## src/design/mmu_pkg.sv

```systemverilog
package mmu_pkg;

    localparam int TLB_ENTRIES   = 4;
    localparam int TLB_IDX_W     = $clog2(TLB_ENTRIES);
    localparam int VPN_W         = 20;
    localparam int PPN_W         = 22;
    localparam int PADDR_W       = 34;
    localparam int TAG_W         = 4;
    localparam int PAGE_OFFSET_W = 12;

    // Sv32 page table entry, bit 0 is v
    typedef struct packed {
        logic [11:0] ppn_1;
        logic [9:0]  ppn_0;
        logic [1:0]  rsw;
        logic        d;
        logic        a;
        logic        g;
        logic        u;
        logic        x;
        logic        w;
        logic        r;
        logic        v;
    } pte_s;

    typedef struct packed {
        logic [VPN_W-1:0] vpage_addr;
        logic             tlb_req;
        logic             tlb_flush;   // Invalidate all entries
    } mmu2tlb_s;

    typedef struct packed {
        pte_s pte;
        logic hit;
        logic page_4M;
    } tlb2mmu_s;

    typedef struct packed {
        logic [VPN_W-1:0] vpn;
        pte_s             pte;
        logic             page_4M;
    } ptw2tlb_s;

    typedef struct packed {
        logic       valid;
        logic [9:0] vpn_1;
        logic [9:0] vpn_0;
        logic       page_4M;
        pte_s       pte;
    } tlb_entry_s;

    typedef struct packed {
        logic [31:0]      vaddr;
        logic [TAG_W-1:0] tag;
    } xlate_req_s;

    typedef struct packed {
        logic [VPN_W-1:0] vpn;
    } walk_req_s;

    typedef struct packed {
        logic done;
        logic fault;
        pte_s pte;
        logic page_4M;
    } walk_rsp_s;

    typedef struct packed {
        logic [31:0]      vaddr;
        logic [TAG_W-1:0] tag;
        pte_s             pte;
        logic             page_4M;
        logic             walk_fault;
    } check_in_s;

    typedef enum logic [1:0] {
        CAUSE_NONE = 2'd0,
        CAUSE_WALK = 2'd1,
        CAUSE_EXEC = 2'd2,
        CAUSE_USER = 2'd3
    } fault_cause_e;

    typedef struct packed {
        logic [TAG_W-1:0]   tag;
        logic [PADDR_W-1:0] paddr;
        logic               page_fault;
        fault_cause_e       fault_cause;
    } xlate_rsp_s;

endpackage

```

## src/design/itlb.sv

```systemverilog
module itlb (
    input  logic              clk,
    input  logic              rst_n,

    // Refill from the walker
    input  mmu_pkg::ptw2tlb_s ptw2tlb,
    input  logic              tlb_update,

    // Probe from the lookup stage
    input  mmu_pkg::mmu2tlb_s mmu2tlb,
    output mmu_pkg::tlb2mmu_s tlb2mmu
);

    mmu_pkg::tlb_entry_s [mmu_pkg::TLB_ENTRIES-1:0] tlb_array_q;
    mmu_pkg::tlb_entry_s [mmu_pkg::TLB_ENTRIES-1:0] tlb_array_d;

    logic [mmu_pkg::TLB_IDX_W-1:0] probe_idx;
    logic [mmu_pkg::TLB_IDX_W-1:0] fill_idx;
    logic [9:0]                    probe_vpn_1;
    logic [9:0]                    probe_vpn_0;
    mmu_pkg::tlb_entry_s           probe_entry;

    // Low vpn bits select the set
    assign probe_idx   = mmu2tlb.vpage_addr[mmu_pkg::TLB_IDX_W-1:0];
    assign fill_idx    = ptw2tlb.vpn[mmu_pkg::TLB_IDX_W-1:0];
    assign probe_vpn_1 = mmu2tlb.vpage_addr[19:10];
    assign probe_vpn_0 = mmu2tlb.vpage_addr[9:0];
    assign probe_entry = tlb_array_q[probe_idx];

    // Purely combinational lookup
    always_comb begin
        tlb2mmu = '0;
        if (mmu2tlb.tlb_req && probe_entry.valid && (probe_entry.vpn_1 == probe_vpn_1)) begin
            // Superpage ignores vpn_0
            if (probe_entry.page_4M || (probe_entry.vpn_0 == probe_vpn_0)) begin
                tlb2mmu.pte     = probe_entry.pte;
                tlb2mmu.hit     = 1'b1;
                tlb2mmu.page_4M = probe_entry.page_4M;
            end
        end
    end

    always_comb begin
        tlb_array_d = tlb_array_q;
        if (mmu2tlb.tlb_flush) begin    // Flush wins over a refill
            for (int i = 0; i < mmu_pkg::TLB_ENTRIES; i++) begin
                tlb_array_d[i].valid = 1'b0;
            end
        end else if (tlb_update) begin
            tlb_array_d[fill_idx].valid   = 1'b1;
            tlb_array_d[fill_idx].vpn_1   = ptw2tlb.vpn[19:10];
            tlb_array_d[fill_idx].vpn_0   = ptw2tlb.vpn[9:0];
            tlb_array_d[fill_idx].page_4M = ptw2tlb.page_4M;
            tlb_array_d[fill_idx].pte     = ptw2tlb.pte;
        end
    end

    always_ff @(posedge clk or negedge rst_n) begin
        if (!rst_n) begin
            for (int i = 0; i < mmu_pkg::TLB_ENTRIES; i++) begin
                tlb_array_q[i].valid <= 1'b0;
            end
        end else begin
            tlb_array_q <= tlb_array_d;
        end
    end

    // Every entry is gone in the cycle after a flush
    no_hit_after_flush: assert property (
        @(posedge clk) disable iff (!rst_n)
        mmu2tlb.tlb_flush |=> !tlb2mmu.hit
    );

endmodule

```

## src/design/mmu_top.sv

```systemverilog
module mmu_top (
    input  logic                        clk,
    input  logic                        rst_n,

    input  logic                        req,
    input  mmu_pkg::xlate_req_s         req_data,
    output logic                        ready,

    input  logic                        flush,
    input  logic [mmu_pkg::PPN_W-1:0]   satp_ppn,
    input  logic                        priv_user,

    output logic                        mem_req,
    output logic [31:0]                 mem_addr,
    input  logic                        mem_rvalid,
    input  logic [31:0]                 mem_rdata,

    output logic                        rsp_valid,
    output mmu_pkg::xlate_rsp_s         rsp_data
);

    logic                walk_start;
    mmu_pkg::walk_req_s  walk_req;
    mmu_pkg::walk_rsp_s  walk_rsp;
    logic                tlb_update;
    mmu_pkg::ptw2tlb_s   ptw2tlb;
    logic                check_valid;
    mmu_pkg::check_in_s  check_in;

    xlate_lookup_stage xlate_lookup_stage_inst (
        .clk         (clk),
        .rst_n       (rst_n),
        .req         (req),
        .req_data    (req_data),
        .ready       (ready),
        .flush       (flush),
        .walk_start  (walk_start),
        .walk_req    (walk_req),
        .walk_rsp    (walk_rsp),
        .tlb_update  (tlb_update),
        .ptw2tlb     (ptw2tlb),
        .check_valid (check_valid),
        .check_in    (check_in)
    );

    ptw ptw_inst (
        .clk        (clk),
        .rst_n      (rst_n),
        .satp_ppn   (satp_ppn),
        .walk_start (walk_start),
        .walk_req   (walk_req),
        .walk_rsp   (walk_rsp),
        .tlb_update (tlb_update),
        .ptw2tlb    (ptw2tlb),
        .mem_req    (mem_req),
        .mem_addr   (mem_addr),
        .mem_rvalid (mem_rvalid),
        .mem_rdata  (mem_rdata)
    );

    xlate_check_stage xlate_check_stage_inst (
        .clk         (clk),
        .rst_n       (rst_n),
        .priv_user   (priv_user),
        .check_valid (check_valid),
        .check_in    (check_in),
        .rsp_valid   (rsp_valid),
        .rsp_data    (rsp_data)
    );

endmodule

```

## src/design/ptw.sv

```systemverilog
module ptw (
    input  logic                            clk,
    input  logic                            rst_n,
    input  logic [mmu_pkg::PPN_W-1:0]       satp_ppn,

    input  logic                            walk_start,
    input  mmu_pkg::walk_req_s              walk_req,
    output mmu_pkg::walk_rsp_s              walk_rsp,

    // iTLB refill
    output logic                            tlb_update,
    output mmu_pkg::ptw2tlb_s               ptw2tlb,

    // Page table memory
    output logic                            mem_req,
    output logic [31:0]                     mem_addr,
    input  logic                            mem_rvalid,
    input  logic [31:0]                     mem_rdata
);

    typedef enum logic [1:0] {
        IDLE,
        WAIT_L1,
        WAIT_L0
    } state_e;

    state_e                        state_q;
    logic                          mem_req_q;
    logic                          done_q;
    logic                          update_q;
    logic                          outstanding_q;

    logic [mmu_pkg::VPN_W-1:0]     vpn_q;
    logic [31:0]                   mem_addr_q;
    logic                          fault_q;
    mmu_pkg::pte_s                 pte_q;
    logic                          page_4m_q;

    mmu_pkg::pte_s                 rd_pte;
    logic                          rd_bad;
    logic                          rd_leaf;
    logic                          walk_fail;
    logic                          descend;
    logic                          start;
    logic [mmu_pkg::PADDR_W-1:0]   l1_addr;
    logic [mmu_pkg::PADDR_W-1:0]   l0_addr;

    assign rd_pte  = mem_rdata;
    assign rd_bad  = !rd_pte.v || (rd_pte.w && !rd_pte.r);   // Invalid or reserved w without r
    assign rd_leaf = rd_pte.r || rd_pte.x;

    // Level 1 leaf must be aligned to 4M, level 0 must be a leaf
    assign walk_fail = (state_q == WAIT_L1) ? (rd_bad || (rd_leaf && (rd_pte.ppn_0 != '0)))
                                            : (rd_bad || !rd_leaf);
    assign descend   = (state_q == WAIT_L1) && !rd_bad && !rd_leaf;
    assign start     = (state_q == IDLE) && walk_start;

    assign l1_addr = {satp_ppn, walk_req.vpn[19:10], 2'b00};
    assign l0_addr = {rd_pte.ppn_1, rd_pte.ppn_0, vpn_q[9:0], 2'b00};

    always_ff @(posedge clk or negedge rst_n) begin
        if (!rst_n) begin
            state_q   <= IDLE;
            mem_req_q <= 1'b0;
            done_q    <= 1'b0;
            update_q  <= 1'b0;
        end else begin
            mem_req_q <= 1'b0;     // All three are single cycle pulses
            done_q    <= 1'b0;
            update_q  <= 1'b0;
            case (state_q)
                IDLE: begin
                    if (walk_start) begin
                        mem_req_q <= 1'b1;
                        state_q   <= WAIT_L1;
                    end
                end
                WAIT_L1, WAIT_L0: begin
                    if (mem_rvalid) begin
                        if (descend) begin
                            mem_req_q <= 1'b1;
                            state_q   <= WAIT_L0;
                        end else begin
                            done_q   <= 1'b1;
                            update_q <= !walk_fail;
                            state_q  <= IDLE;
                        end
                    end
                end
                default: state_q <= IDLE;
            endcase
        end
    end

    always_ff @(posedge clk) begin
        if (start) begin
            vpn_q      <= walk_req.vpn;
            mem_addr_q <= l1_addr[31:0];     // Upper two address bits dropped
        end else if (mem_rvalid && descend) begin
            mem_addr_q <= l0_addr[31:0];
        end
        if (mem_rvalid && (state_q != IDLE) && !descend) begin
            fault_q   <= walk_fail;
            pte_q     <= rd_pte;
            page_4m_q <= (state_q == WAIT_L1);
        end
    end

    // Read tracking for the protocol check
    always_ff @(posedge clk or negedge rst_n) begin
        if (!rst_n) begin
            outstanding_q <= 1'b0;
        end else if (mem_req_q) begin
            outstanding_q <= 1'b1;
        end else if (mem_rvalid) begin
            outstanding_q <= 1'b0;
        end
    end

    assign mem_req  = mem_req_q;
    assign mem_addr = mem_addr_q;

    assign walk_rsp.done    = done_q;
    assign walk_rsp.fault   = fault_q;
    assign walk_rsp.pte     = pte_q;
    assign walk_rsp.page_4M = page_4m_q;

    assign tlb_update       = update_q;
    assign ptw2tlb.vpn      = vpn_q;
    assign ptw2tlb.pte      = pte_q;
    assign ptw2tlb.page_4M  = page_4m_q;

    one_read_outstanding: assert property (
        @(posedge clk) disable iff (!rst_n)
        mem_req |-> !outstanding_q
    );

endmodule

```

## src/design/xlate_check_stage.sv

```systemverilog
module xlate_check_stage (
    input  logic                clk,
    input  logic                rst_n,
    input  logic                priv_user,

    input  logic                check_valid,
    input  mmu_pkg::check_in_s  check_in,

    output logic                rsp_valid,
    output mmu_pkg::xlate_rsp_s rsp_data
);

    mmu_pkg::pte_s                pte;
    mmu_pkg::fault_cause_e        cause;
    logic                         fault;
    logic [mmu_pkg::PADDR_W-1:0]  paddr;

    assign pte = check_in.pte;

    // First matching rule wins
    always_comb begin
        if (check_in.walk_fault) begin
            cause = mmu_pkg::CAUSE_WALK;
        end else if (!pte.x || !pte.a) begin
            cause = mmu_pkg::CAUSE_EXEC;       // No hardware A update, so a clear A faults
        end else if (pte.u != priv_user) begin
            cause = mmu_pkg::CAUSE_USER;
        end else begin
            cause = mmu_pkg::CAUSE_NONE;
        end
    end

    assign fault = (cause != mmu_pkg::CAUSE_NONE);

    always_comb begin
        if (fault) begin
            paddr = '0;
        end else if (check_in.page_4M) begin
            paddr = {pte.ppn_1, check_in.vaddr[21:0]};
        end else begin
            paddr = {pte.ppn_1, pte.ppn_0, check_in.vaddr[mmu_pkg::PAGE_OFFSET_W-1:0]};
        end
    end

    always_ff @(posedge clk or negedge rst_n) begin
        if (!rst_n) begin
            rsp_valid <= 1'b0;
        end else begin
            rsp_valid <= check_valid;
        end
    end

    // Result payload
    always_ff @(posedge clk) begin
        if (check_valid) begin
            rsp_data.tag         <= check_in.tag;
            rsp_data.paddr       <= paddr;
            rsp_data.page_fault  <= fault;
            rsp_data.fault_cause <= cause;
        end
    end

endmodule

```

## src/design/xlate_lookup_stage.sv

```systemverilog
module xlate_lookup_stage (
    input  logic                clk,
    input  logic                rst_n,

    input  logic                req,
    input  mmu_pkg::xlate_req_s req_data,
    output logic                ready,
    input  logic                flush,

    // Walker side
    output logic                walk_start,
    output mmu_pkg::walk_req_s  walk_req,
    input  mmu_pkg::walk_rsp_s  walk_rsp,
    input  logic                tlb_update,
    input  mmu_pkg::ptw2tlb_s   ptw2tlb,

    // Towards the check stage
    output logic                check_valid,
    output mmu_pkg::check_in_s  check_in
);

    mmu_pkg::xlate_req_s req_q;
    logic                valid_q;
    logic                pending_q;    // Walk issued and not yet answered
    mmu_pkg::mmu2tlb_s   mmu2tlb;
    mmu_pkg::tlb2mmu_s   tlb2mmu;
    logic                hit;
    logic                walk_fault_done;
    logic                forward;
    logic                accept;

    // No probe while the walker owns the request
    assign mmu2tlb.vpage_addr = req_q.vaddr[31:mmu_pkg::PAGE_OFFSET_W];
    assign mmu2tlb.tlb_req    = valid_q && !pending_q;
    assign mmu2tlb.tlb_flush  = flush;

    itlb itlb_inst (
        .clk        (clk),
        .rst_n      (rst_n),
        .ptw2tlb    (ptw2tlb),
        .tlb_update (tlb_update),
        .mmu2tlb    (mmu2tlb),
        .tlb2mmu    (tlb2mmu)
    );

    assign hit             = tlb2mmu.hit;
    assign walk_fault_done = pending_q && walk_rsp.done && walk_rsp.fault;
    assign forward         = hit || walk_fault_done;
    assign ready           = !valid_q || forward;    // Refill in the cycle a request leaves
    assign accept          = req && ready;

    assign walk_start   = valid_q && !pending_q && !hit;
    assign walk_req.vpn = req_q.vaddr[31:mmu_pkg::PAGE_OFFSET_W];

    assign check_valid         = forward;
    assign check_in.vaddr      = req_q.vaddr;
    assign check_in.tag        = req_q.tag;
    assign check_in.pte        = walk_fault_done ? walk_rsp.pte : tlb2mmu.pte;
    assign check_in.page_4M    = walk_fault_done ? walk_rsp.page_4M : tlb2mmu.page_4M;
    assign check_in.walk_fault = walk_fault_done;

    always_ff @(posedge clk or negedge rst_n) begin
        if (!rst_n) begin
            valid_q   <= 1'b0;
            pending_q <= 1'b0;
        end else begin
            if (accept) begin
                valid_q <= 1'b1;
            end else if (forward) begin
                valid_q <= 1'b0;
            end
            // After a good walk the probe replays next cycle
            if (walk_start) begin
                pending_q <= 1'b1;
            end else if (walk_rsp.done) begin
                pending_q <= 1'b0;
            end
        end
    end

    always_ff @(posedge clk) begin
        if (accept) begin
            req_q <= req_data;
        end
    end

    done_only_when_waiting: assert property (
        @(posedge clk) disable iff (!rst_n)
        walk_rsp.done |-> pending_q
    );

endmodule

```

## config.mk

```make
export PLATFORM = sky130hd
export DESIGN_NAME = mmu_top
export DESIGN_NICKNAME = d
export VERILOG_FILES = /design/src/design/mmu_pkg.sv /design/src/design/itlb.sv /design/src/design/mmu_top.sv /design/src/design/ptw.sv /design/src/design/xlate_check_stage.sv /design/src/design/xlate_lookup_stage.sv
export SDC_FILE = /design/constraint.sdc
export NUM_CORES = 1
export LEC_CHECK = 0
export BUFFER_PORTS_ARGS = -buffer_cell sky130_fd_sc_hd__buf_4
export CORE_MARGIN = 10
export CORE_UTILIZATION = 40
export CTS_BUF_LIST = sky130_fd_sc_hd__clkbuf_4 sky130_fd_sc_hd__clkbuf_8
export DETAILED_ROUTE_END_ITERATION = 10
export GPL_TIMING_DRIVEN = 0
export HOLD_SLACK_MARGIN = 0.06
export PLACE_DENSITY = 0.68
export RECOVER_POWER = 25
export SYNTH_ARGS = -nofsm -noshare
export SYNTH_HDL_FRONTEND = slang
export SYNTH_SLANG_ARGS = --single-unit
```

## constraint.sdc

```tcl
create_clock -name clk -period 5.4 [get_ports clk]
set_clock_uncertainty 0.05 [all_clocks]
set_input_delay 1.08 -clock clk [delete_from_list [all_inputs] [get_ports clk]]
set_output_delay 1.08 -clock clk [all_outputs]
set_load 0.05 [all_outputs]
```

==> results by group, run 1 <==
Pwr
  • Clock power frac: 0.325
  • Worst VDD drop: 0.243 mV
  • PwrDens: 413 nW/um^2
  • Net Switching: 1.89 mW
  • P_leak: 5.83 nW
  • Gate power share: 0.165
  • Tot Pwr: 6.79 mW
  • Pint: 4.90 mW
  • Sequential Power Share: 0.510
  • Switching power share of the total: 0.278

STA
  • Final Max Tran Viols: 0
  • Crit path time final: 4780 ps
  • Slew at the pin closest to its max-slew limit: 936 ps
  • Max Clock Freq: 209 MHz
  • Period utilisation layout: 0.885
  • Final hold vios: 0
  • Max-slew headroom: 0.373
  • Total Neg Setup Slack: 0 ps
  • Hold WS: 370 ps
  • RSZ-0062 raised after global routing: no
  • Setup violations, final: 0

Routing
  • Via density per instance: 5.00
  • Avg WL per Cell: 21.0 um
  • DR pass1 iterations: 5
  • # DRC: 0
  • First DRT Iteration DRCs: 466
  • Remaining antenna violation count: 0
  • Post-Route WL: 29.6 mm
  • Vias: 7035

CTS
  • Resized Gates After CTS: 0
  • CTS Buf Count: 55
  • Clk pin slew, worst setup/hold paths: 60 ps
  • Clock Sink Count: 350
  • # Post-CTS Setup Buffers: 0
  • CTS H-tree lvls: 2
  • Worst skew pair latency: 590 ps
  • Root buffer cell: clkbuf_8
  • Clock Tree Buf Depth: 3
  • Hold_buf cts: 0
  • CTS tree: done

Die
  • Rows: 66
  • DIE HEIGHT: 202 um
  • Width of the die: 202 um
  • IO Count: 172
  • Die area: 40600 um^2
  • Core Area: 32500 um^2
  • Initial Util: 0.405

Worst setup path
  • CP required: 4270 ps
  • CP peak stage delay: 540 ps
  • CP max stage cell: edfxtp_1
  • Cell with the most instances on the worst path: buf_4
  • Arrival time worst endpoint: 3650 ps
  • Critical path class: register to output pin
  • Maximum fanout along the worst path: 10
  • Cell Chain, Critical Path: buf_4 -> buf_4 -> buf_2 -> and3_1 -> a311oi_1 -> nand3b_1 -> nor3_1 -> nand2_1 -> nand3_1 -> buf_4
  • Worst Setup Start Kind: register
  • Critical Path End Type: output pin

Synthesis
  • Post-synth top area cell: edfxtp_1
  • Seq/Total Area, Yosys: 0.793
  • Post-synthesis mux area share: 0.0985
  • Synth Area per Inst: 19.5 um^2
  • Largest cells by area after synthesis: edfxtp_1, mux4_2, mux2_1
  • Synth warnings: 0
  • Count leader, synth: edfxtp_1
  • Largest family of logic cells by synthesized area: multiplexers
  • Top cells by count, synth: edfxtp_1, mux4_2, mux2_1
  • Synthesized flop and latch total: 350
  • Cells after Synth: 676
  • Ys async rst share: 0.0343
  • Dominant synthesized flop cell: edfxtp_1
  • Yosys top cell area share: 0.770
  • Simple-gate portion of the synthesized area: 0.0400
  • Post-Synth XOR/XNOR Area: 0.0133
  • Complex-gate fraction of the synthesized area: 0.0332
  • EDFF count, synth: 338
  • Mapped cell area: 13200 um^2
  • Synth Area in Adders: 0.00285
  • Post-synthesis cell type count: 53

Min path
  • Hold crit path type: register to register

Placement
  • Placed insts: 1307
  • Port Buffers: 163
  • Detailed Place HPWL: 21.0 mm
  • GPL Wtd Cong: 0.776

Global routing
  • Initial antenna violation count: 0
  • GR Overflow Total: 0
  • First-pass GRT wire length: 44.3 mm
  • Largest net degree at the start of global routing: 28
  • Vias in the first global route: 7233
  • GRT Overall Usage: 0.143

Cells and area
  • Final Non-Filler Cells: 1408
  • Filler instances: 2682
  • Multi-input gate area: 2530 um^2
  • Ant. Diodes: 0
  • Area grow syn2layout: 24.6%
  • Final Util: 0.505
  • Register Area: 10500 um^2
  • Fin nets: 1021
  • Share of cells above drive strength 1: 0.350

Run
  • Max Cap Viol: 0

Run status
  • Status: finished, final reports clean
==> cell families (layout without fill, tap and decap cells) <==
family / Yosys count / in the layout
xor+xnor: 20 / 20
flops: 350 / 350
mux: 87 / 87
compound gates: 67 / 67
buf+inv: 49 / 338
simple gates: 99 / 99
other cells: 1 / 2
fa+ha+maj: 3 / 3
==> layout by cell type, fill, tap and decap left out, types with 3 or more instances in the layout <==
cell and count:
xor2_1 5, mux2_1 30, buf_6 22, dfrtp_1 12
a21oi_1 17, o21ai_0 19, nor2b_1 15, buf_2 4
clkinv_2 6, buf_4 168, and2_1 3, clkbuf_1 8
xnor2_1 15, nor3_1 7, a31oi_1 5, clkbuf_4 21
nor3_2 4, nor4_1 4, clkinv_1 13, buf_12 3
nand3_1 16, mux2i_1 24, nor2_1 24, buf_8 5
edfxtp_1 338, o22ai_1 5, mux4_2 31, nand3b_1 3
ha_1 3, inv_1 24, clkbuf_8 56, nand2_1 10
==> sequential cells by signal, summed over array words and instances (netlist names), 2 cells and up <==
register                                       cells
ptw_inst.mem_addr                                 30
ptw_inst.ptw2tlb                                  25
ptw_inst.state_q                                   2
ptw_inst.vpn_q                                    20
xlate_check_stage_inst.rsp_data                   41
xlate_lookup_stage_inst.check_in                  36
xlate_lookup_stage_inst.itlb_inst.tlb_array_q    188
==> through the flow <==
stage               setup WS, ps  instance area (um^2)
finish                       623                 16400
global route                 458                 16400
CTS                          569                 16400
detailed placement          1260                 15300
global placement           -2660                 15000
floorplan                    411                 13200
==> path summary, 6_finish.rpt <==
path / start / to / slack, ps / cells past startpoint
max: xlate_lookup_stage_inst.check_in[50] / ready / 620 / 10
min: xlate_lookup_stage_inst.check_in[36] / xlate_check_stage_inst.rsp_data[39] / 370 / 0
max reg2reg: xlate_lookup_stage_inst.check_in[50] / ptw_inst.mem_addr[16] / 1560 / 12
min reg2reg: xlate_lookup_stage_inst.check_in[36] / xlate_check_stage_inst.rsp_data[39] / 370 / 0
max in group asynchronous: rst_n / async pin / 4330 / 1
min in group asynchronous: rst_n / xlate_lookup_stage_inst.valid_q / 500 / 1
==> final cells by class <==
class	count	share of cell area
sequential	350	0.636
multi-input combinational	278	0.154
timing repair buffer	188	0.0942
clock buffer	77	0.0565
tap	442	0.0337
clock inverter	24	0.00991
buffer	24	0.00945
inverter	25	0.00572
==> power by group through the flow <==
| stage | combinational [mW] | sequential (mW) | clock, mW |
|---|---|---|---|
| detailed placement | 1.14 | 3.51 | 0 |
| CTS | 1.14 | 3.46 | 2.27 |
| floorplan | 0.405 | 3.77 | 0 |
| finish | 1.12 | 3.46 | 2.21 |
| global route | 1.19 | 3.48 | 2.39 |
| global placement | 1.08 | 3.52 | 0 |
==> worst max-delay path, delay by kind of cell, from the launching register on <==
kind,cells,cell delay (ps)
buffers and inverters,4,910
DFF,1,540
and+or+nand+nor,5,1160
AOI/OAI and AO/OA,1,410
==> metal layers <==
metal / up-vias / share of wire / GRT usage
met5: - / 0 / 0
met2: 258 / 0.47 / 0.222
met1: 3564 / 0.43 / 0.193
met4: 0 / 0.019 / 0.0472
li1: 3175 / - / -
met3: 38 / 0.076 / 0.0341
Power figures use the tool's default switching activity.
==> run 2, diff against run 1 <==
--- a/config.mk
+++ b/config.mk
@@ -7,13 +7,13 @@
 export LEC_CHECK = 0
 export BUFFER_PORTS_ARGS = -buffer_cell sky130_fd_sc_hd__buf_4
 export CORE_MARGIN = 10
-export CORE_UTILIZATION = 40
+export CORE_UTILIZATION = 35
 export CTS_BUF_LIST = sky130_fd_sc_hd__clkbuf_4 sky130_fd_sc_hd__clkbuf_8
 export DETAILED_ROUTE_END_ITERATION = 10
 export GPL_TIMING_DRIVEN = 0
 export HOLD_SLACK_MARGIN = 0.06
-export PLACE_DENSITY = 0.68
-export RECOVER_POWER = 25
+export PLACE_DENSITY = 0.62
+export RECOVER_POWER = 100
 export SYNTH_ARGS = -nofsm -noshare
 export SYNTH_HDL_FRONTEND = slang
 export SYNTH_SLANG_ARGS = --single-unit
==> run 2 against run 1 <==
The flow now finishes with violations (capacitance limit, slew limit); final cell count rose by 5.2%; core utilization shrank 7.9 points; count of clock-buffer cells in the layout is 5 higher; power is 1.9% lower; via count is 0.98% lower; register-to-register slack worse by 920 ps; fmax shrank 0.29%; non-clock buffer count rose by 2; critical endpoint unchanged; highest routed layer unchanged.
==> results by group, run 2 (same netlist as run 1, synthesis figures left out) <==
Die
  • Rows: 71 (was 66)
  • Initial Util: 0.352 (was 0.405)
  • Die area: 45800 um^2 (was 40600 um^2)
  • Core Area: 37400 um^2 (was 32500 um^2)
  • DIE HEIGHT: 214 um (was 202 um)
  • Width of the die: 214 um (was 202 um)
  • IO Count: 172 (unchanged)

Run
  • Max Cap Viol: 1 (was 0)

Global routing
  • Largest net degree at the start of global routing: 28 (unchanged)
  • First-pass GRT wire length: 46.3 mm (was 44.3 mm)
  • Initial antenna violation count: 0 (unchanged)
  • GRT Overall Usage: 0.131 (was 0.143)
  • GR Overflow Total: 0 (unchanged)
  • Vias in the first global route: 7431 (was 7233)

Placement
  • Port Buffers: 163 (unchanged)
  • Detailed Place HPWL: 21.9 mm (was 21.0 mm)
  • Area of placed instances: 15400 um^2 (was 15300 um^2)
  • GPL Wtd Cong: 0.764 (was 0.776)

Cells and area
  • Filler instances: 3417 (was 2682)
  • Largest Register: xlate_lookup_stage_inst.itlb_inst.tlb_array_q (unchanged)
  • Commonest cells after routing, fill and taps aside: edfxtp_1, clkbuf_1, clkbuf_4 (was edfxtp_1, buf_4, clkbuf_8)
  • Max reg flops: 188 (unchanged)
  • Area grow syn2layout: 20.7% (was 24.6%)
  • Fin nets: 1024 (was 1021)
  • Design Area, Final: 15900 um^2 (was 16400 um^2)
  • Most common cell after layout, fill and taps aside: edfxtp_1 (unchanged)
  • Share of cells above drive strength 1: 0.223 (was 0.350)

Routing
  • Avg WL per Cell: 20.8 um (was 21.0 um)
  • Remaining antenna violation count: 0 (unchanged)
  • Vias: 6966 (was 7035)
  • DR pass1 iterations: 5 (unchanged)
  • Post-Route WL: 30.8 mm (was 29.6 mm)
  • # DRC: 0 (unchanged)
  • Via density per instance: 4.70 (was 5.00)
  • First DRT Iteration DRCs: 516 (was 466)

Worst setup path
  • Worst Setup Start Kind: register (unchanged)
  • CP required: 4270 ps (about the same)
  • Maximum fanout along the worst path: 10 (unchanged)
  • Cell with the most instances on the worst path: buf_4 (unchanged)
  • CP max stage cell: edfxtp_1 (unchanged)
  • Critical path class: register to output pin (unchanged)
  • Critical Path End Type: output pin (unchanged)
  • Cell Chain, Critical Path: buf_4 -> buf_4 -> buf_2 -> and3_1 -> a311oi_1 -> nand3b_1 -> nor3_1 -> nand2_1 -> nand3_1 -> clkbuf_2 (was buf_4 -> buf_4 -> buf_2 -> and3_1 -> a311oi_1 -> nand3b_1 -> nor3_1 -> nand2_1 -> nand3_1 -> buf_4)
  • CP peak stage delay: 550 ps (was 540 ps)
  • Arrival time worst endpoint: 3660 ps (was 3650 ps)

STA
  • Final Max Tran Viols: 11 (was 0)
  • Slew at the pin closest to its max-slew limit: 1550 ps (was 936 ps)
  • Setup violations, final: 0 (unchanged)
  • Total Neg Setup Slack: 0 ps (unchanged)
  • Final hold vios: 0 (unchanged)
  • Crit path time final: 4790 ps (was 4780 ps)
  • RSZ-0062 raised after global routing: no (unchanged)
  • Period utilisation layout: 0.887 (was 0.885)
  • Max Clock Freq: 209 MHz (about the same)
  • Max-slew headroom: -0.0350 (was 0.373)

CTS
  • Resized Gates After CTS: 0 (unchanged)
  • Clk pin slew, worst setup/hold paths: 60 ps (about the same)
  • Clock Sink Count: 350 (unchanged)
  • Worst skew pair latency: 600 ps (was 590 ps)
  • Clock Tree Buf Depth: 3 (unchanged)
  • CTS H-tree lvls: 2 (unchanged)
  • Hold_buf cts: 0 (unchanged)
  • Root buffer cell: clkbuf_8 (unchanged)
  • # Post-CTS Setup Buffers: 0 (unchanged)
  • CTS tree: done (unchanged)
  • CTS Buf Count: 56 (was 55)

Pwr
  • P_leak: 5.35 nW (was 5.83 nW)
  • Clock power frac: 0.330 (was 0.325)
  • PwrDens: 419 nW/um^2 (was 413 nW/um^2)
  • Pint: 4.79 mW (was 4.90 mW)
  • Switching power share of the total: 0.281 (was 0.278)
  • Worst VDD drop: 0.333 mV (was 0.243 mV)
  • Sequential Power Share: 0.520 (was 0.510)
  • Gate power share: 0.150 (was 0.165)
  • Net Switching: 1.87 mW (was 1.89 mW)

Run status
  • Violated checks: capacitance limit, slew limit
  • Status: finished with violations (was finished, final reports clean)

Min path
  • Hold crit path type: register to register (unchanged)
## run 2: final timing paths
check | from | to | slack, ps | cells after the start
max reg2reg | xlate_lookup_stage_inst.check_in[50] | ptw_inst.mem_addr[6] | 640 | 11
min reg2reg | xlate_lookup_stage_inst.check_in[37] | xlate_check_stage_inst.rsp_data[40] | 370 | 0
max in group asynchronous | rst_n | xlate_lookup_stage_inst.pending_q | 4280 | 1
min in group asynchronous | rst_n | async pin | 500 | 1
min | xlate_lookup_stage_inst.check_in[37] | xlate_check_stage_inst.rsp_data[40] | 370 | 0
max | xlate_lookup_stage_inst.check_in[50] | ready | 610 | 10
## run 2: final cells by class
class | count | area, um^2 | share of cell area
repair buffers | 190 | 1010 | 0.0636
flip-flops and latches | 350 | 10500 | 0.657
well taps | 511 | 639 | 0.0402
inverters | 25 | 93.8 | 0.00590
plain buffers | 24 | 135 | 0.00850
clock inverters | 20 | 121 | 0.00763
diodes | 1 | 2.50 | 0.000157
clock buffers | 82 | 978 | 0.0615
multi-input cells | 278 | 2470 | 0.155
## run 2: per-stage QoR
step | total power, mW | cells | hold slack [ps] | setup slack [ps] | utilization
finish | 6.66 | 1481 | 374 | 609 | 0.425
global placement | 4.62 | 1351 | 352 | -2750 | 0.402
CTS | 6.89 | 1480 | 245 | 521 | 0.442
floorplan | 4.18 | 677 | 350 | 411 | -
global route | 6.96 | 1480 | 377 | 249 | 0.425
detailed placement | 4.67 | 1378 | 363 | 1190 | 0.412
## run 2: per-layer routing
| metal | share of wire | GRT usage |
|---|---|---|
| met1 | 0.46 | 0.176 |
| met2 | 0.46 | 0.207 |
| met3 | 0.063 | 0.0336 |
| met4 | 0.016 | 0.0352 |
| met5 | 0 | 0 |
## run 2: critical path: cells and delay by family (launching register included)
kind | cells | cell delay (ps)
AND/OR/NAND/NOR | 5 | 1100
AO/OA/AOI/OAI | 1 | 410
flip-flops | 1 | 550
buffers and inverters | 4 | 990
## run 2: power groups by stage
stage	clock (mW)	combinational, mW	sequential [mW]
floorplan	0	0.405	3.77
global placement	0	1.10	3.52
detailed placement	0	1.15	3.52
CTS	2.27	1.16	3.46
global route	2.40	1.07	3.49
finish	2.20	0.998	3.46
==> run 3, diff against run 2 <==
--- a/config.mk
+++ b/config.mk
@@ -8,7 +8,7 @@
 export BUFFER_PORTS_ARGS = -buffer_cell sky130_fd_sc_hd__buf_4
 export CORE_MARGIN = 10
 export CORE_UTILIZATION = 35
-export CTS_BUF_LIST = sky130_fd_sc_hd__clkbuf_4 sky130_fd_sc_hd__clkbuf_8
+export CTS_BUF_LIST = sky130_fd_sc_hd__clkbuf_8
 export DETAILED_ROUTE_END_ITERATION = 10
 export GPL_TIMING_DRIVEN = 0
 export HOLD_SLACK_MARGIN = 0.06
==> run 3 against run 2 <==
The run ends with capacitance limit left; setup slack worse by 29 ps; fmax shrank 0.61%; sequential cell count unchanged; die area unchanged; global-route usage about the same; routed wire length is essentially flat; critical endpoint unchanged; largest cell class unchanged; largest power group unchanged.
==> results by group, run 3 (same netlist as run 1, synthesis figures left out) <==
Placement
  • Port Buffers: 163 (unchanged)
  • Detailed Place HPWL: 21.9 mm (unchanged)
  • Dpl ws: 1190 ps (unchanged)
  • GPL Wtd Cong: 0.764 (unchanged)

Routing
  • Post-Route WL: 30.8 mm (about the same)
  • First DRT Iteration DRCs: 500 (was 516)
  • DR pass1 iterations: 5 (unchanged)
  • # DRC: 0 (unchanged)
  • Remaining antenna violation count: 0 (unchanged)
  • Avg WL per Cell: 20.8 um (about the same)
  • Via density per instance: 4.74 (was 4.70)
  • Vias: 7015 (was 6966)

CTS
  • Resized Gates After CTS: 0 (unchanged)
  • # Post-CTS Setup Buffers: 0 (unchanged)
  • Clock Sink Count: 350 (unchanged)
  • Clock Tree Buf Depth: 3 (unchanged)
  • CTS tree: done (unchanged)
  • Worst skew pair latency: 600 ps (about the same)
  • Hold_buf cts: 0 (unchanged)
  • Clk pin slew, worst setup/hold paths: 60 ps (about the same)
  • CTS H-tree lvls: 2 (unchanged)
  • CTS Buf Count: 56 (unchanged)
  • Root buffer cell: clkbuf_8 (unchanged)

STA
  • Hold WS: 374 ps (about the same)
  • Final hold vios: 0 (unchanged)
  • Final Max Tran Viols: 0 (was 11)
  • Slew at the pin closest to its max-slew limit: 1490 ps (was 1550 ps)
  • Final worst slack: 580 ps (was 609 ps)
  • RSZ-0062 raised after global routing: no (unchanged)
  • Setup violations, final: 0 (unchanged)
  • Max Clock Freq: 207 MHz (was 209 MHz)
  • Max-slew headroom: 0.00379 (was -0.0350)
  • Crit path time final: 4820 ps (was 4790 ps)
  • Period utilisation layout: 0.893 (was 0.887)

Run
  • Max Cap Viol: 1 (unchanged)

Pwr
  • Worst VDD drop: 0.333 mV (about the same)
  • Tot Pwr: 6.49 mW (was 6.66 mW)
  • PwrDens: 411 nW/um^2 (was 419 nW/um^2)
  • P_leak: 5.37 nW (was 5.35 nW)

Die
  • Initial Util: 0.352 (unchanged)
  • Width of the die: 214 um (unchanged)
  • Core Area: 37400 um^2 (unchanged)
  • DIE HEIGHT: 214 um (unchanged)
  • Die area: 45800 um^2 (unchanged)
  • Rows: 71 (unchanged)
  • IO Count: 172 (unchanged)

Global routing
  • GR Overflow Total: 0 (unchanged)
  • Largest net degree at the start of global routing: 28 (unchanged)
  • Vias in the first global route: 7436 (was 7431)
  • Initial antenna violation count: 0 (unchanged)
  • GRT Overall Usage: 0.131 (about the same)
  • First-pass GRT wire length: 46.3 mm (unchanged)

Worst setup path
  • Flop2flop setup slack: 610 ps (was 640 ps)
  • Critical path class: register to output pin (unchanged)
  • Arrival time worst endpoint: 3690 ps (was 3660 ps)
  • Reg2reg start: xlate_lookup_stage_inst.check_in[50] (unchanged)
  • Critical Path End Type: output pin (unchanged)
  • Reg2reg end: ptw_inst.mem_addr[6] (unchanged)
  • R2R depth: 11 (unchanged)
  • Worst Setup Start Kind: register (unchanged)
  • CP required: 4270 ps (about the same)
  • Maximum fanout along the worst path: 10 (unchanged)

Cells and area
  • Most common cell after layout, fill and taps aside: edfxtp_1 (unchanged)
  • Fin nets: 1024 (unchanged)
  • Area grow syn2layout: 20.0% (was 20.7%)
  • Commonest cells after routing, fill and taps aside: edfxtp_1, clkbuf_1, clkbuf_8 (was edfxtp_1, clkbuf_1, clkbuf_4)
  • Max reg flops: 188 (unchanged)
  • Share of cells above drive strength 1: 0.198 (was 0.223)
  • Final Util: 0.423 (was 0.425)
  • Largest Register: xlate_lookup_stage_inst.itlb_inst.tlb_array_q (unchanged)

Run status
  • Status: finished with violations (unchanged)
  • Violated checks: capacitance limit (was capacitance limit, slew limit)

Min path
  • Hold depth: 0 (unchanged)
  • Hold crit path type: register to register (unchanged)
  • Worst Hold End: xlate_check_stage_inst.rsp_data[40] (unchanged)
  • Hold path startpoint: xlate_lookup_stage_inst.check_in[37] (unchanged)
[run 3: how the worst max path moves through the flow]
stage,start,end,slack (ps)
after floorplan,flush,xlate_lookup_stage_inst.itlb_inst.tlb_array_q[111],410
after global placement,rst_n,xlate_lookup_stage_inst.itlb_inst.tlb_array_q[74],-2750
after detailed placement,xlate_lookup_stage_inst.check_in[50],ready,1190
after CTS,xlate_lookup_stage_inst.check_in[50],ready,520
after global routing,xlate_lookup_stage_inst.check_in[50],ptw_inst.mem_addr[17],250
final,xlate_lookup_stage_inst.check_in[50],ready,580
[run 3: critical path, cell delays in order (launching register included)]
cell      delay, ps
edfxtp_1        550
buf_4           270
buf_4           210
buf_2           230
and3_1          190
a311oi_1        410
nand3b_1        220
nor3_1          380
nand2_1         220
nand3_1         140
clkbuf_2        280
[run 3: metrics by stage]
stage          setup TNS [ps]  cells  instance area [um^2]
2_1_floorplan               0    677                 13200
3_3_place_gp          -523300   1351                 15000
3_5_place_dp                0   1378                 15400
4_1_cts                     0   1480                 16400
5_1_grt                     0   1480                 15800
6_report                    0   1481                 15800
[run 3: cell type report]
type                       count  area [um^2]
antenna                        1         2.50
fill                        3432        21600
timing repair buffer         190         1010
sequential                   350        10500
inverter                      25         93.8
clock buffer                  58          798
tap                          511          639
clock inverter                44          211
buffer                        24          135
multi-input combinational    278         2470
[run 3: metal layers]
metal | track usage | up-vias | wire (um)
met1 | 0.176 | 3550 | 14000
li1 | - | 3178 | -
met3 | 0.0336 | 43 | 2070
met4 | 0.0352 | 0 | 493
met5 | 0 | - | 0
met2 | 0.206 | 244 | 14200
[run 3: power breakdown]
part | switching, mW | internal, mW | total [mW] | leakage (nW)
Clock | 0.993 | 1.04 | 2.03 | 0.594
Combinational | 0.744 | 0.253 | 0.998 | 1.50
Sequential | 0.135 | 3.33 | 3.46 | 3.28
